<file path="src/verilog/meas_defs.svh">
// pulse measurement controller sizes and timing
// counts are in clock cycles
`ifndef MEAS_DEFS_SVH
`define MEAS_DEFS_SVH

// block sizes
`define SAMPLE_COUNT   32      // adc samples per session
`define SAMPLE_W       10      // adc sample width
`define PULSE_W        12      // dac value width
`define SWITCH_W       18      // host switch word
`define WIDTH_W        6       // pulse width field

// session timing
`define START_DELAY    8       // idle before loading starts
`define SETTLE_CYCLES  16      // switch apply to dac push
`define CLEAR_CYCLES   8       // length of clear phase

// uplink flow control
`define LINK_CREDITS   4       // bytes in flight toward the host

`endif
</file>
<file path="src/verilog/meas_pkg.sv">
// measurement side types
// switch bank, dac command, adc sample and session phase
`include "meas_defs.svh"

package meas_pkg;

    // pairs run sw9, sw10, vt1..vt3, hz1..hz3 from bit 0 up
    typedef struct packed {
        logic       main_reset;
        logic       main_rw;
        logic [7:0] single;     // switches 1 to 8
        logic [7:0] pair_a;
        logic [7:0] pair_b;     // complement of pair_a
    } switch_bank_t;

    typedef struct packed {
        logic                push;
        logic [`PULSE_W-1:0] value;
    } dac_cmd_t;

    typedef struct packed {
        logic                 valid;
        logic [`SAMPLE_W-1:0] data;
    } adc_sample_t;

    typedef enum logic [3:0] {
        START,
        LOAD_PULSE,
        LOAD_SWITCH,
        LOAD_WIDTH,
        SETTLE,
        DAC_PUSH,
        CAPTURE,
        UPLINK,
        CLEAR
    } session_phase_t;

endpackage

</file>
<file path="src/verilog/link_pkg.sv">
// host byte link types
// one byte seen as a command on the way in and as a sample half on the way out
package link_pkg;

    typedef struct packed {
        logic [1:0] tag;
        logic [5:0] payload;
    } cmd_view_t;

    typedef struct packed {
        logic [2:0] tag;
        logic [4:0] half;      // five bits of a sample
    } sample_view_t;

    typedef union packed {
        cmd_view_t    cmd_view;
        sample_view_t sample_view;
    } host_byte_u;

    typedef struct packed {
        logic       valid;
        host_byte_u data;
    } link_byte_t;

    // inbound tags
    localparam logic [1:0] TAG_SWITCH_EDGE = 2'b10;   // switch parts one and three
    localparam logic [1:0] TAG_SWITCH_MID  = 2'b01;
    localparam logic [1:0] TAG_WIDTH       = 2'b01;
    localparam logic [1:0] TAG_ACK         = 2'b10;

    // outbound tags
    localparam logic [2:0] TAG_SAMPLE_LO   = 3'b000;
    localparam logic [2:0] TAG_SAMPLE_HI   = 3'b111;

endpackage

</file>
<file path="src/verilog/pulse_meas_top.sv">
// pulse measurement controller top level
// decoder and capture feed the sequencer and the uplink
`timescale 1ns/1ps
`include "meas_defs.svh"

module pulse_meas_top (
    input  logic                   clk,
    input  logic                   reset,
    input  logic                   credit_return,
    input  link_pkg::link_byte_t   rx_byte,
    input  meas_pkg::adc_sample_t  adc_in,
    output link_pkg::link_byte_t   tx_byte,
    output meas_pkg::dac_cmd_t     dac_cmd,
    output meas_pkg::switch_bank_t switch_out
);
    import meas_pkg::*;

    session_phase_t                    phase;
    logic                              load_done;
    logic                              ack_seen;
    logic [`PULSE_W-1:0]               pulse_value;
    logic [`SWITCH_W-1:0]              switch_word;
    logic [`WIDTH_W-1:0]               pulse_width;
    logic                              capture_arm;
    logic                              capture_full;
    logic                              uplink_start;
    logic                              uplink_done;
    logic [$clog2(`SAMPLE_COUNT)-1:0]  rd_index;
    logic [`SAMPLE_W-1:0]              rd_data;

    host_cmd_decoder u_host_cmd_decoder (
        .clk         (clk),
        .reset       (reset),
        .phase       (phase),
        .rx_byte     (rx_byte),
        .load_done   (load_done),
        .ack_seen    (ack_seen),
        .pulse_value (pulse_value),
        .switch_word (switch_word),
        .pulse_width (pulse_width)
    );

    sample_capture u_sample_capture (
        .clk      (clk),
        .reset    (reset),
        .arm      (capture_arm),
        .adc_in   (adc_in),
        .rd_index (rd_index),
        .rd_data  (rd_data),
        .full     (capture_full)
    );

    sample_uplink u_sample_uplink (
        .clk           (clk),
        .reset         (reset),
        .start         (uplink_start),
        .ack_seen      (ack_seen),
        .credit_return (credit_return),
        .rd_index      (rd_index),
        .rd_data       (rd_data),
        .tx_byte       (tx_byte),
        .done          (uplink_done)
    );

    session_sequencer u_session_sequencer (
        .clk          (clk),
        .reset        (reset),
        .load_done    (load_done),
        .capture_full (capture_full),
        .uplink_done  (uplink_done),
        .pulse_value  (pulse_value),
        .switch_word  (switch_word),
        .pulse_width  (pulse_width),
        .phase        (phase),
        .capture_arm  (capture_arm),
        .uplink_start (uplink_start),
        .dac_cmd      (dac_cmd),
        .switch_out   (switch_out)
    );

endmodule

</file>
<file path="src/verilog/session_sequencer.sv">
// session sequencer
// steps the session phases, drives the switch bank and the dac command
`timescale 1ns/1ps
`include "meas_defs.svh"

module session_sequencer (
    input  logic                     clk,
    input  logic                     reset,
    input  logic                     load_done,
    input  logic                     capture_full,
    input  logic                     uplink_done,
    input  logic [`PULSE_W-1:0]      pulse_value,
    input  logic [`SWITCH_W-1:0]     switch_word,
    input  logic [`WIDTH_W-1:0]      pulse_width,
    output meas_pkg::session_phase_t phase,
    output logic                     capture_arm,
    output logic                     uplink_start,
    output meas_pkg::dac_cmd_t       dac_cmd,
    output meas_pkg::switch_bank_t   switch_out
);
    import meas_pkg::*;

    localparam int CNT_W = 8;   // covers the longest timed phase

    session_phase_t   phase_next;
    logic [CNT_W-1:0] cycle_cnt;     // cycles spent in current phase
    logic [7:0]       pair_bits;

    always_comb begin
        phase_next = phase;
        case (phase)
            START:
                if (cycle_cnt == CNT_W'(`START_DELAY - 1))
                    phase_next = LOAD_PULSE;
            LOAD_PULSE:
                if (load_done)
                    phase_next = LOAD_SWITCH;
            LOAD_SWITCH:
                if (load_done)
                    phase_next = LOAD_WIDTH;
            LOAD_WIDTH:
                if (load_done)
                    phase_next = SETTLE;
            SETTLE:
                if (cycle_cnt == CNT_W'(`SETTLE_CYCLES - 1))
                    phase_next = DAC_PUSH;
            DAC_PUSH:
                if (cycle_cnt == CNT_W'(pulse_width))   // width+1 cycles of push
                    phase_next = CAPTURE;
            CAPTURE:
                if (capture_full)
                    phase_next = UPLINK;
            UPLINK:
                if (uplink_done)
                    phase_next = CLEAR;
            default:
                if (cycle_cnt == CNT_W'(`CLEAR_CYCLES - 1))
                    phase_next = START;
        endcase
    end

    always_ff @(posedge clk) begin
        if (reset) begin
            phase        <= START;
            cycle_cnt    <= '0;
            uplink_start <= 1'b0;
        end else begin
            phase        <= phase_next;
            uplink_start <= (phase == CAPTURE) && capture_full;  // first cycle of UPLINK
            if (phase_next != phase)
                cycle_cnt <= '0;
            else
                cycle_cnt <= cycle_cnt + 1'b1;
        end
    end

    assign pair_bits = switch_word[15:8];

    // bank latched on entry to SETTLE and held through the clear
    always_ff @(posedge clk) begin
        if (reset) begin
            switch_out <= '0;
        end else if (phase == SETTLE && cycle_cnt == '0) begin
            switch_out.main_reset <= switch_word[16];
            switch_out.main_rw    <= switch_word[17];
            switch_out.single     <= switch_word[7:0];
            switch_out.pair_a     <= pair_bits;
            switch_out.pair_b     <= ~pair_bits;   // complementary side of each pair
        end
    end

    assign capture_arm = (phase == CAPTURE);

    // clear sends a single zero push to park the dac
    assign dac_cmd.push  = (phase == DAC_PUSH) || (phase == CLEAR && cycle_cnt == '0);
    assign dac_cmd.value = (phase == DAC_PUSH) ? pulse_value : '0;

endmodule

</file>
<file path="src/verilog/sample_uplink.sv">
// sample uplink
// sends each stored sample as two tagged bytes under credit control
// then waits for the host acknowledge
`timescale 1ns/1ps
`include "meas_defs.svh"

module sample_uplink (
    input  logic                              clk,
    input  logic                              reset,
    input  logic                              start,
    input  logic                              ack_seen,
    input  logic                              credit_return,
    output logic [$clog2(`SAMPLE_COUNT)-1:0]  rd_index,
    input  logic [`SAMPLE_W-1:0]              rd_data,
    output link_pkg::link_byte_t              tx_byte,
    output logic                              done
);
    import link_pkg::*;

    localparam int IDX_W    = $clog2(`SAMPLE_COUNT);
    localparam int CREDIT_W = $clog2(`LINK_CREDITS + 1);

    typedef enum logic [1:0] {
        UL_IDLE,
        UL_SEND_LO,
        UL_SEND_HI,
        UL_WAIT_ACK
    } uplink_state_t;

    uplink_state_t       state;
    logic [CREDIT_W-1:0] credit_cnt;
    logic                send;

    assign send = (state == UL_SEND_LO || state == UL_SEND_HI) && credit_cnt != '0;

    always_ff @(posedge clk) begin
        if (reset) begin
            state      <= UL_IDLE;
            rd_index   <= '0;
            credit_cnt <= CREDIT_W'(`LINK_CREDITS);
            tx_byte    <= '0;
            done       <= 1'b0;
        end else begin
            credit_cnt    <= credit_cnt - CREDIT_W'(send) + CREDIT_W'(credit_return);
            tx_byte.valid <= send;
            done          <= 1'b0;
            case (state)
                UL_IDLE: if (start) begin
                    rd_index <= '0;
                    state    <= UL_SEND_LO;
                end
                UL_SEND_LO: if (send) begin     // holds here with no credit
                    tx_byte.data.sample_view.tag  <= TAG_SAMPLE_LO;
                    tx_byte.data.sample_view.half <= rd_data[4:0];
                    state <= UL_SEND_HI;
                end
                UL_SEND_HI: if (send) begin
                    tx_byte.data.sample_view.tag  <= TAG_SAMPLE_HI;
                    tx_byte.data.sample_view.half <= rd_data[9:5];
                    state <= UL_WAIT_ACK;
                end
                default: if (ack_seen) begin
                    if (rd_index == IDX_W'(`SAMPLE_COUNT - 1)) begin
                        done  <= 1'b1;          // block finished
                        state <= UL_IDLE;
                    end else begin
                        rd_index <= rd_index + 1'b1;
                        state    <= UL_SEND_LO;
                    end
                end
            endcase
        end
    end

    // count above the bound means an extra credit return or a send on zero credit
    a_credit_bound: assert property (@(posedge clk) disable iff (reset)
        credit_cnt <= CREDIT_W'(`LINK_CREDITS));

endmodule

</file>
<file path="src/verilog/sample_capture.sv">
// adc sample capture
// stores one block of samples while armed, read back by index
`timescale 1ns/1ps
`include "meas_defs.svh"

module sample_capture (
    input  logic                              clk,
    input  logic                              reset,
    input  logic                              arm,
    input  meas_pkg::adc_sample_t             adc_in,
    input  logic [$clog2(`SAMPLE_COUNT)-1:0]  rd_index,
    output logic [`SAMPLE_W-1:0]              rd_data,
    output logic                              full
);
    localparam int IDX_W = $clog2(`SAMPLE_COUNT);

    logic [`SAMPLE_W-1:0] mem [`SAMPLE_COUNT];
    logic [IDX_W-1:0]     wr_index;
    logic                 write_en;

    assign write_en = arm && adc_in.valid && !full;

    always_ff @(posedge clk) begin
        if (reset || !arm) begin     // index restarts once capture is released
            wr_index <= '0;
            full     <= 1'b0;
        end else if (write_en) begin
            wr_index <= wr_index + 1'b1;
            if (wr_index == IDX_W'(`SAMPLE_COUNT - 1))
                full <= 1'b1;
        end
    end

    always_ff @(posedge clk) begin
        if (write_en)
            mem[wr_index] <= adc_in.data;
    end

    assign rd_data = mem[rd_index];   // uplink reads without latency

    // sequencer drops arm right after the block fills, so no sample lands on a full block
    a_release_after_full: assert property (@(posedge clk) disable iff (reset)
        $rose(full) |=> !arm);

endmodule

</file>
<file path="src/verilog/host_cmd_decoder.sv">
// host command decoder
// takes inbound bytes by phase and holds the session settings
`timescale 1ns/1ps
`include "meas_defs.svh"

module host_cmd_decoder (
    input  logic                     clk,
    input  logic                     reset,
    input  meas_pkg::session_phase_t phase,
    input  link_pkg::link_byte_t     rx_byte,
    output logic                     load_done,
    output logic                     ack_seen,
    output logic [`PULSE_W-1:0]      pulse_value,
    output logic [`SWITCH_W-1:0]     switch_word,
    output logic [`WIDTH_W-1:0]      pulse_width
);
    import meas_pkg::*;
    import link_pkg::*;

    logic [1:0] tag;
    logic [5:0] payload;
    logic [1:0] pulse_got;      // bit 0 low half, bit 1 high half
    logic [1:0] switch_part;    // next switch part expected
    logic       take_pulse_lo;
    logic       take_pulse_hi;
    logic       take_switch;
    logic       take_width;

    assign tag     = rx_byte.data.cmd_view.tag;
    assign payload = rx_byte.data.cmd_view.payload;

    // halves may come in either order
    assign take_pulse_lo = rx_byte.valid && phase == LOAD_PULSE && !tag[1];
    assign take_pulse_hi = rx_byte.valid && phase == LOAD_PULSE && tag[1];
    assign take_switch   = rx_byte.valid && phase == LOAD_SWITCH
                           && tag == ((switch_part == 2'd1) ? TAG_SWITCH_MID : TAG_SWITCH_EDGE);
    assign take_width    = rx_byte.valid && phase == LOAD_WIDTH && tag == TAG_WIDTH;

    assign load_done = (take_pulse_lo && pulse_got[1])
                    || (take_pulse_hi && pulse_got[0])
                    || (take_switch && switch_part == 2'd2)   // last of three parts
                    || take_width;

    assign ack_seen = rx_byte.valid && phase == UPLINK && tag == TAG_ACK;

    always_ff @(posedge clk) begin
        if (reset || phase == CLEAR) begin   // session end wipes settings
            pulse_value <= '0;
            switch_word <= '0;
            pulse_width <= '0;
            pulse_got   <= '0;
            switch_part <= '0;
        end else begin
            if (take_pulse_lo) begin
                pulse_value[5:0] <= payload;
                pulse_got[0]     <= 1'b1;
            end
            if (take_pulse_hi) begin
                pulse_value[11:6] <= payload;
                pulse_got[1]      <= 1'b1;
            end
            if (take_switch) begin
                case (switch_part)
                    2'd0:    switch_word[5:0]   <= payload;
                    2'd1:    switch_word[11:6]  <= payload;
                    default: switch_word[17:12] <= payload;
                endcase
                switch_part <= switch_part + 2'd1;
            end
            if (take_width)
                pulse_width <= payload;
        end
    end

    // a completed load must move the sequencer on the next cycle
    a_load_done_in_load: assert property (@(posedge clk) disable iff (reset)
        load_done |-> (phase inside {LOAD_PULSE, LOAD_SWITCH, LOAD_WIDTH})
                      ##1 (phase != $past(phase)));

endmodule

</file>
<file path="config.mk">
export PLATFORM = sky130hd
export DESIGN_NAME = pulse_meas_top
export DESIGN_NICKNAME = d
export VERILOG_FILES = /design/src/verilog/meas_pkg.sv /design/src/verilog/link_pkg.sv /design/src/verilog/pulse_meas_top.sv /design/src/verilog/session_sequencer.sv /design/src/verilog/sample_uplink.sv /design/src/verilog/sample_capture.sv /design/src/verilog/host_cmd_decoder.sv
export VERILOG_INCLUDE_DIRS = /design/src /design/src/verilog
export SDC_FILE = /design/constraint.sdc
export NUM_CORES = 1
export LEC_CHECK = 0
export ABC_CLOCK_PERIOD_IN_PS = 6600
export BUFFER_PORTS_ARGS = -buffer_cell sky130_fd_sc_hd__buf_4
export CORE_MARGIN = 4
export CORE_UTILIZATION = 55
export CTS_CLUSTER_SIZE = 30
export DETAILED_ROUTE_END_ITERATION = 12
export PLACE_DENSITY = 0.69
export SKIP_CTS_REPAIR_TIMING = 1
export SLEW_MARGIN = 5
export SYNTH_ARGS = -nofsm -noshare
export SYNTH_HDL_FRONTEND = slang
export SYNTH_HIERARCHICAL = 1
export SYNTH_SLANG_ARGS = --single-unit
</file>
<file path="constraint.sdc">
create_clock -name clk -period 6.6 [get_ports clk]
set_input_delay 0 -clock clk [delete_from_list [all_inputs] [get_ports clk]]
set_output_delay 0 -clock clk [all_outputs]
set_load 0.05 [all_outputs]
</file>
Word-level counts from Yosys, hierarchy flattened
Memory sizes are Yosys's and may differ from the RTL's. A register that Yosys moved wholly into a read port is not among the register bits.
Cells that the tools add are included.
Storage, ports and cells
  output and inout port bits: 48
  register bits: 105
  word-level logic and storage cells: 138
  memories: 1
  memory bits (writable): 320
  input bits: 23
Operators by class
  add/sub/neg operators: 6
  reduce and logical (&&, ||, !) cells: 47
  muxes and demuxes: 30
  bitwise gates (word level): 4
  eq/ne operators: 25
Memories
  u_sample_capture.mem: depth 32, bits a word 10, rd ports 1, clocked after memory_dff 1, write ports 1, line sample_capture.sv:17  | logic [`SAMPLE_W-1:0] mem [`SAMPLE_COUNT];
Operator list (count)
  $mux W4: 9
  $pmux W4 S8: 1
  $mux W5: 5
  $logic_and A1 B1 Y1: 18
  $eq A4 B3 Y1 const B: 4
  $mux W8: 2
  $pmux W8 S2: 1
  $mux W12: 1
  $add A5 B1 Y5 const B: 2
  $eq A5 B5 Y1 const B: 2
  $mux W2: 5
  $pmux W5 S2: 1
  $add A8 B1 Y8 const B: 1
  $eq A4 B2 Y1 const B: 2
  $eq A8 B3 Y1 const B: 1
  $eq A8 B4 Y1 const B: 1
  $eq A8 B6 Y1: 1
  $logic_not A8 Y1: 1
  $not A8 Y8: 1
  $reduce_and A2 Y1: 4
  $reduce_and A4 Y1: 2
  $logic_or A1 B1 Y1: 7
  $eq A2 B1 Y1 const B: 3
  $eq A2 B2 Y1 const B: 3
  other kinds (21): 34

Logic depth before layout (Yosys ltp)
Gate-level depths: netlist of the first run.
  depth after elaboration: 11
  gate-level depth with buffers: 11
  gate-level depth less buffers: 11

Cells and area by module
The synthesis of the first run kept the hierarchy.
Modules (own cells, without submodules)
  sample_capture: seq. area each 9729.3 um^2, area each 13102.6 um^2, instances 1, cells an instance 758
  session_sequencer: seq. area each 780.7 um^2, area each 1841.8 um^2, instances 1, cells an instance 229
  host_cmd_decoder: seq. area each 800.8 um^2, area each 1732.9 um^2, instances 1, cells an instance 175
  sample_uplink: seq. area each 360.3 um^2, area each 1061.0 um^2, instances 1, cells an instance 103

Worst setup path after synthesis of the first run
OpenSTA, ideal clock, no wires.
  path type: reg-to-reg
  start point: reg u_session_sequencer.phase[1]
  end point: mem u_sample_capture/mem[15][0] (netlist bit) (enable)
  required time: 6208 ps
  slack: 3832 ps
  cell stages (with the launch flop): 6
  period minus slack after synthesis: 2768 ps
  library setup time: 392 ps
  buffers on the path: 1
  arrival time: 2376 ps
  path through: dfxtp_1 > clkbuf_1 > nand2b_1 > nor3b_1 > nand4_1 > nor3b_1
On the way
  word-level cells in the longest chain between the ends: 5
RTL lines
  from (decl): line session_sequencer.sv:15  | output meas_pkg::session_phase_t phase,
  from (signal assigned): line session_sequencer.sv:68  | phase <= phase_next;
  $eq A4 B3 Y1: line session_sequencer.sv:92  | assign capture_arm = (phase == CAPTURE);
  named net capture_arm: line pulse_meas_top.sv:24  | logic capture_arm;
  $logic_and A1 B1 Y1 (2 in a row): line sample_capture.sv:21  | assign write_en = arm && adc_in.valid && !full;
  $mux W1: line sample_capture.sv:35  | if (write_en)
  $mux W1 (not written as such): line sample_capture.sv:36  | mem[wr_index] <= adc_in.data;
  to (decl): line sample_capture.sv:17
The timed path passes the listed nets, and every way through them passes these cells.

Worst setup path after layout of the first run
  start point: reg u_session_sequencer.phase[1]
  end point: mem u_sample_capture/mem[0][2] (netlist bit) (enable)
The elaborated chain is that of the path after synthesis.

==> flow_summary.ini, run 1 <==
[layout]
drive_gt1_share_pct = 13.4
final_cell_mix = edfxtp_1 (320), mux2i_1 (200), dfxtp_1 (102)
layout_commonest_cell = edfxtp_1
fillCellCount = 2384
nNetsFinal = 1384
syn_to_final_growth_pct = 12.7
num_antenna_cells = 0

[detailed_routing]
vias = 10838
drt-initial-drc-count = 1043
vias_per_cell = 6.09
antenna_left = 0
first_pass_iters = 6
wirelength_um = 41100
drc = 0
routedWlPerCell_um = 23.1

[floorplanning]
rows = 65
die_h_um = 188
initial_utilization_pct = 55.9
io_pins = 71
core-area_mm2 = 0.0317
fp.dieW_um = 188
die_area_mm2 = 0.0352

[place]
post-dp-hpwl_um = 24500
io_buffers = 70
gp_congestion = 0.838

[global_routing]
grt_overflow = 0
grt_pass1_vias = 10403
grt_max_degree = 91
grt_pass1_wl_um = 62800
grt_usage_pct = 22.7
antenna_found_initial = 0

[power_and_ir_drop]
power.total_mw = 5.46
peakVddDrop_mv = 0.210
pwr_density_cell_mw_per_mm2 = 273
power.leakage_nw = 6.56

[clocking]
cts_tree = done
root_buffer = clkbuf_16
clk_latency_ns = 0.54
cts.sinks = 423
htree_levels = 2
cts_buffers = 44
path_clk_slew_ns = 0.06
cts_buffer_depth = 3

[critical_path]
r2r_start = u_session_sequencer/phase[1]
startpoint = u_session_sequencer/phase[1]
arrival_ns = 3.31
regToRegSetupSlack_ns = 3.44
endpoint = u_sample_capture/mem[0][2]
path_max_fanout = 18
r2r_end = u_sample_capture/mem[0][2]
critPathKind = flop to flop
reg2regPathDepth = 5
worstPathRequired_ns = 6.75
end_kind = flop
critPathLaunchType = flop

[min_path]
hold_path_class = primary input to flop

[timing]
post-route-period-util_pct = 47.8
setup_viol = 0
max_freq_ghz = 0.317
finalSetupTns_ns = 0
holdWs_ns = -0.0164
slew_violations = 0
fin_skew_ns = 0.0251
timing.slew.headroom_pct = 27.9
max_slew.worst_pin.slew_ns = 1.08
rsz0062_at_grt = false
fin_crit_ns = 3.16
finalHoldViolations = 4

[logic_synthesis]
synth_cell_types = 73
synthXorXnorAreaFrac_pct = 0.790
synth_area_per_cell_um2 = 14.0
synthAdderAreaFrac_pct = 1.38
synth_seq_cells = 423
synthesis.nets = 1307
synth_top_area_cell = edfxtp_1
synthMuxAreaShare_pct = 11.7
synth_compound_area_share_pct = 6.79
ys_top_cells_by_area = edfxtp_1 (54%), dfxtp_1 (12%), mux2i_1 (11%)
synth_top_family_by_area = multiplexers
yosys.area_share.simple_pct = 10.0
synth_top_cell_area_share_pct = 54.2
synthCells = 1265
synth_area_mm2 = 0.0177
synth_top_flop_cell = edfxtp_1
ys_async_sr_fraction_pct = 0
synth-edff-count = 320
synth_seq_area_share_pct = 65.8
ys_warn_count = 6

[status]
violations = hold timing
outcome = complete, but fails checks

[run]
maxCapViolations = 0
final cells by class:
class,count,area [um^2],share of cell area (%)
flip-flops and latches,423,11700,58.4
inverters,19,71.3,0.357
repair buffers,110,906,4.53
well taps,402,503,2.52
multi-input cells,744,5460,27.3
clock buffers,68,1250,6.27
clock inverters,13,123,0.613
through the flow:
stage	util [%]	setup WS (ns)	instance area, um^2	cells
finish	63.0	3.44	20000	1779
global route	63.0	3.24	20000	1779
CTS	62.2	3.53	19700	1754
detailed placement	57.9	3.56	18400	1673
global placement	57.9	3.56	18400	1673
floorplan	-	3.83	17700	1265
synth_stat cells (all sizes together) (3+ instances only):
master and count:
edfxtp 320, nand3b 5, nor3b 7, xor2 8, ha 18, nand2 69, a22o 20, and3 4
inv 19, nor4 9, and4b 3, nand2b 10, or2 3, a31oi 11, or3b 5, dfxtp 103
clkbuf 29, nor4b 4, nor3 18, nand4 16, and2 16, a22oi 40, buf 50, xnor2 8
a21oi 67, or4b 3, nor2 55, o21ai 17, nand3 78, mux2i 200, mux2 5, or4 3
nor2b 12, or3 3
worst max-delay path: stages (launching register included):
cell,delay [ns]
dfxtp_1,0.64
nand2b_1,0.18
nor3b_1,0.28
buf_4,0.21
nand3_1,0.47
nor2_1,0.98
metal layers:
layer / part of all wire, % / track usage [%] / routed length [um]
met5: 0 / 0 / 0
met2: 46 / 34.1 / 18700
met3: 6.8 / 3.57 / 2790
met4: 2.1 / 5.17 / 845
met1: 46 / 35.1 / 18800
sequential cells by signal (all words and copies together) (netlist names):
signal                            flops
u_sample_uplink/done                  1
u_sample_uplink/tx_byte               7
u_host_cmd_decoder/pulse_got          2
u_host_cmd_decoder/pulse_value       12
u_sample_uplink/rd_index              5
u_sample_uplink/state                 2
u_session_sequencer/phase             4
u_sample_capture/wr_index             5
u_host_cmd_decoder/switch_part        2
u_sample_uplink/credit_cnt            3
u_host_cmd_decoder/switch_word       18
u_host_cmd_decoder/pulse_width        6
u_sample_capture/full                 1
u_sample_capture/mem                320
u_session_sequencer/switch_out       26
u_session_sequencer/cycle_cnt         8
u_session_sequencer/uplink_start      1
how the worst min path moves through the flow:
stage,from,endpoint,depth (start not counted)
6_report,reset,u_sample_uplink/credit_cnt[1],2
4_1_cts,rx_byte[3],u_host_cmd_decoder/pulse_width[3],3
5_1_grt,rx_byte[7],u_host_cmd_decoder/pulse_value[10],3
3_5_place_dp,rx_byte[3],u_host_cmd_decoder/pulse_width[3],3
3_3_place_gp,adc_in[10],u_sample_capture/full,3
2_1_floorplan,adc_in[0],u_sample_capture/mem[0][0],0
report_power, final:
group	internal (mW)	switching, mW	total (mW)
registers	2.87	0.0215	2.89
clock network	1.39	0.982	2.37
logic	0.0692	0.126	0.195
cells by family (layout without fill, tap and decap cells):
kind of cell	count (synthesis)	count (layout)
xor+xnor	16	16
mux	205	205
compound gates	177	177
flops	423	423
simple gates	327	327
buf+inv	98	210
fa+ha+maj	19	19
(Power assumes the default switching activity.)
==> run 2, diff against run 1 <==
--- a/config.mk
+++ b/config.mk
@@ -6,7 +6,8 @@
 export SDC_FILE = /design/constraint.sdc
 export NUM_CORES = 1
 export LEC_CHECK = 0
-export ABC_CLOCK_PERIOD_IN_PS = 6600
+export ABC_AREA = 1
+export ABC_CLOCK_PERIOD_IN_PS = 3000
 export BUFFER_PORTS_ARGS = -buffer_cell sky130_fd_sc_hd__buf_4
 export CORE_MARGIN = 4
 export CORE_UTILIZATION = 55
==> constraint.sdc (replaced) <==
create_clock -name clk -period 3 [get_ports clk]
set_input_delay 0 -clock clk [delete_from_list [all_inputs] [get_ports clk]]
set_output_delay 0 -clock clk [all_outputs]
set_load 0.05 [all_outputs]
==> run 2 against run 1 <==
  * The flow now finishes without violations
  * Clock skew shrank 0.015 ns
  * Count of clock-buffer cells in the layout down 13
  * Synthesized cell count up 46%
  * Cell area is 3.8% higher
  * Non-clock buffer count grew 37
  * Sequential share of layout area shrank 2.1 points
  * Core utilization rose by 0.75 points
  * Area after synthesis rose by 2.4%
  * Register-to-register slack worse by 2.9 ns
  * Combinational power grew to 9.2 times the previous value
  * Critical endpoint is now u_sample_uplink/tx_byte[4]
  * Highest routed layer unchanged
  * Critical path type unchanged
  * Flip-flop and latch count is the same
==> flow_summary.ini, run 2 <==
[critical_path]
arrival_ns = 2.99
worstPathRequired_ns = 3.49
end_kind = flop
critPathLaunchType = flop
critPathKind = flop to flop
slowest_stage = dfxtp_4
max_stage_delay_ns = 0.37
cpMostUsedCell = nand2_1
path_buf_inv = 3
path_max_fanout = 35
r2r_start = u_sample_uplink/rd_index[0]
critical-path-top-delay-family = simple AND/OR/NAND/NOR gates
startpoint = u_sample_uplink/rd_index[0]
crit_chain = inv_4, buf_4, nand2_1, nand3_1, nand3_1, nand2_1, nand2_1, nand2_1, nand2_1, nand2_1, inv_1, o21ai_0, nand3_1, a21oi_1

[floorplanning]
die_h_um = 190
rows = 66
core-area_mm2 = 0.0325
die_area_mm2 = 0.0360
fp.dieW_um = 190
initial_utilization_pct = 55.8
io_pins = 71

[timing]
setup_slack_ns = 0.507
timing.slew.headroom_pct = 59.3
post-route-period-util_pct = 83.1
fin_crit_ns = 2.49
max_slew.worst_pin.slew_ns = 0.609
finalHoldViolations = 0
max_freq_ghz = 0.401
holdWs_ns = 0.0125
setup_viol = 0
rsz0062_at_grt = false
fin_skew_ns = 0.0103
finalSetupTns_ns = 0
slew_violations = 0

[detailed_routing]
routedWlPerCell_um = 18.0
wirelength_um = 43600
drt-initial-drc-count = 1479
antenna_left = 0
vias_per_cell = 5.46
drc = 0
first_pass_iters = 5
vias = 13223

[layout]
drive_gt1_share_pct = 11.5
layout_commonest_cell = nand2_1
regMostFlops = u_sample_capture/mem
final_cell_mix = nand2_1 (575), edfxtp_1 (320), nand3_1 (277)
reg.largest.list = u_sample_capture/mem x320, u_session_sequencer/switch_out x26, u_host_cmd_decoder/switch_word x18
largest_reg_flops = 320
num_antenna_cells = 0
syn_to_final_growth_pct = 14.2
nNetsFinal = 1989
final_util_pct = 63.8

[global_routing]
grt_overflow = 0
antenna_found_initial = 0
grt_pass1_vias = 12483
grt_pass1_wl_um = 68200
grt_usage_pct = 24.2
grt_max_degree = 94

[logic_synthesis]
synth_top_cell_area_share_pct = 52.9
synth_area_per_cell_um2 = 9.85
synth_seq_area_share_pct = 64.2
ys_top_cells_by_count = nand2_1 (575), edfxtp_1 (320), nand3_1 (277)
synth_top_area_cell = edfxtp_1
synth_top_flop_cell = edfxtp_1
synth_cell_types = 40
synthesis.nets = 1887
synth-edff-count = 320
ys_async_sr_fraction_pct = 0
synth.most_common_cell = nand2_1
ys_top_cells_by_area = edfxtp_1 (53%), nand2_1 (12%), dfxtp_1 (11%)
synth_seq_cells = 423
synth_area_mm2 = 0.0182
synthCells = 1845
ys_warn_count = 6

[min_path]
min-delay-start = rx_byte[8]
hold_path_class = primary input to flop

[status]
outcome = finished, final reports clean

[clocking]
cts_tree = done
cts.sinks = 423
htree_levels = 2
cts_buffers = 43
clk_latency_ns = 0.56
path_clk_slew_ns = 0.06
root_buffer = clkbuf_16
cts_buffer_depth = 3

[power_and_ir_drop]
peakVddDrop_mv = 0.612
power.total_mw = 13.4
power.leakage_nw = 8.03
pwr_density_cell_mw_per_mm2 = 646

[run]
maxCapViolations = 0

[place]
gp_congestion = 0.905
post-dp-hpwl_um = 27200
io_buffers = 70
post-place-ws_ns = 0.559
## run 2: cell type report
| cell class | instances | area [um^2] |
|---|---|---|
| flip-flops and latches | 423 | 11700 |
| inverters | 136 | 515 |
| well taps | 442 | 553 |
| clock buffers | 55 | 1180 |
| multi-input cells | 1196 | 5420 |
| fillers | 2670 | 11800 |
| clock inverters | 24 | 201 |
| repair buffers | 147 | 1210 |
## run 2: final timing paths
path / to / slack [ns] / cells after the start
setup / recovery: u_sample_uplink/tx_byte[4] / 0.51 / 14
hold / removal: u_host_cmd_decoder/pulse_value[5] / 0.01 / 5
setup reg to reg: u_sample_uplink/tx_byte[4] / 0.51 / 14
hold reg to reg: u_host_cmd_decoder/pulse_got[0] / 0.45 / 2
## run 2: per-layer routing
layer	up-vias	track usage, %	routed length, um
met1	6287	35.4	18800
li1	6369	-	-
met3	73	3.38	3390
met2	494	38.3	20400
met5	-	0	0
met4	0	7.10	954
## run 2: logic make-up after synthesis
family	after synthesis	synth area share (%)
simple gates	1086	25.7
flops	423	64.2
buf+inv	226	5.96
compound gates	84	2.44
fa+ha+maj	19	1.35
xor+xnor	7	0.337
## run 2: tightest hold or removal path: stages
cell	delay, ns
buf_4	0.12
nand3_2	0.10
inv_2	0.14
nand4_1	0.10
a21oi_1	0.06
## run 2: report_power, final
part           leakage, nW  internal, mW  total (mW)  switching [mW]
Combinational         3.64         0.518        1.79            1.27
Sequential            3.71          6.32        6.37          0.0429
Clock                0.679          3.05        5.25            2.20
## run 2: stage by stage
step | cell area [um^2] | instances
2_1_floorplan | 18200 | 1845
3_3_place_gp | 19100 | 2322
3_5_place_dp | 19100 | 2322
4_1_cts | 20500 | 2401
5_1_grt | 20800 | 2423
6_report | 20800 | 2423
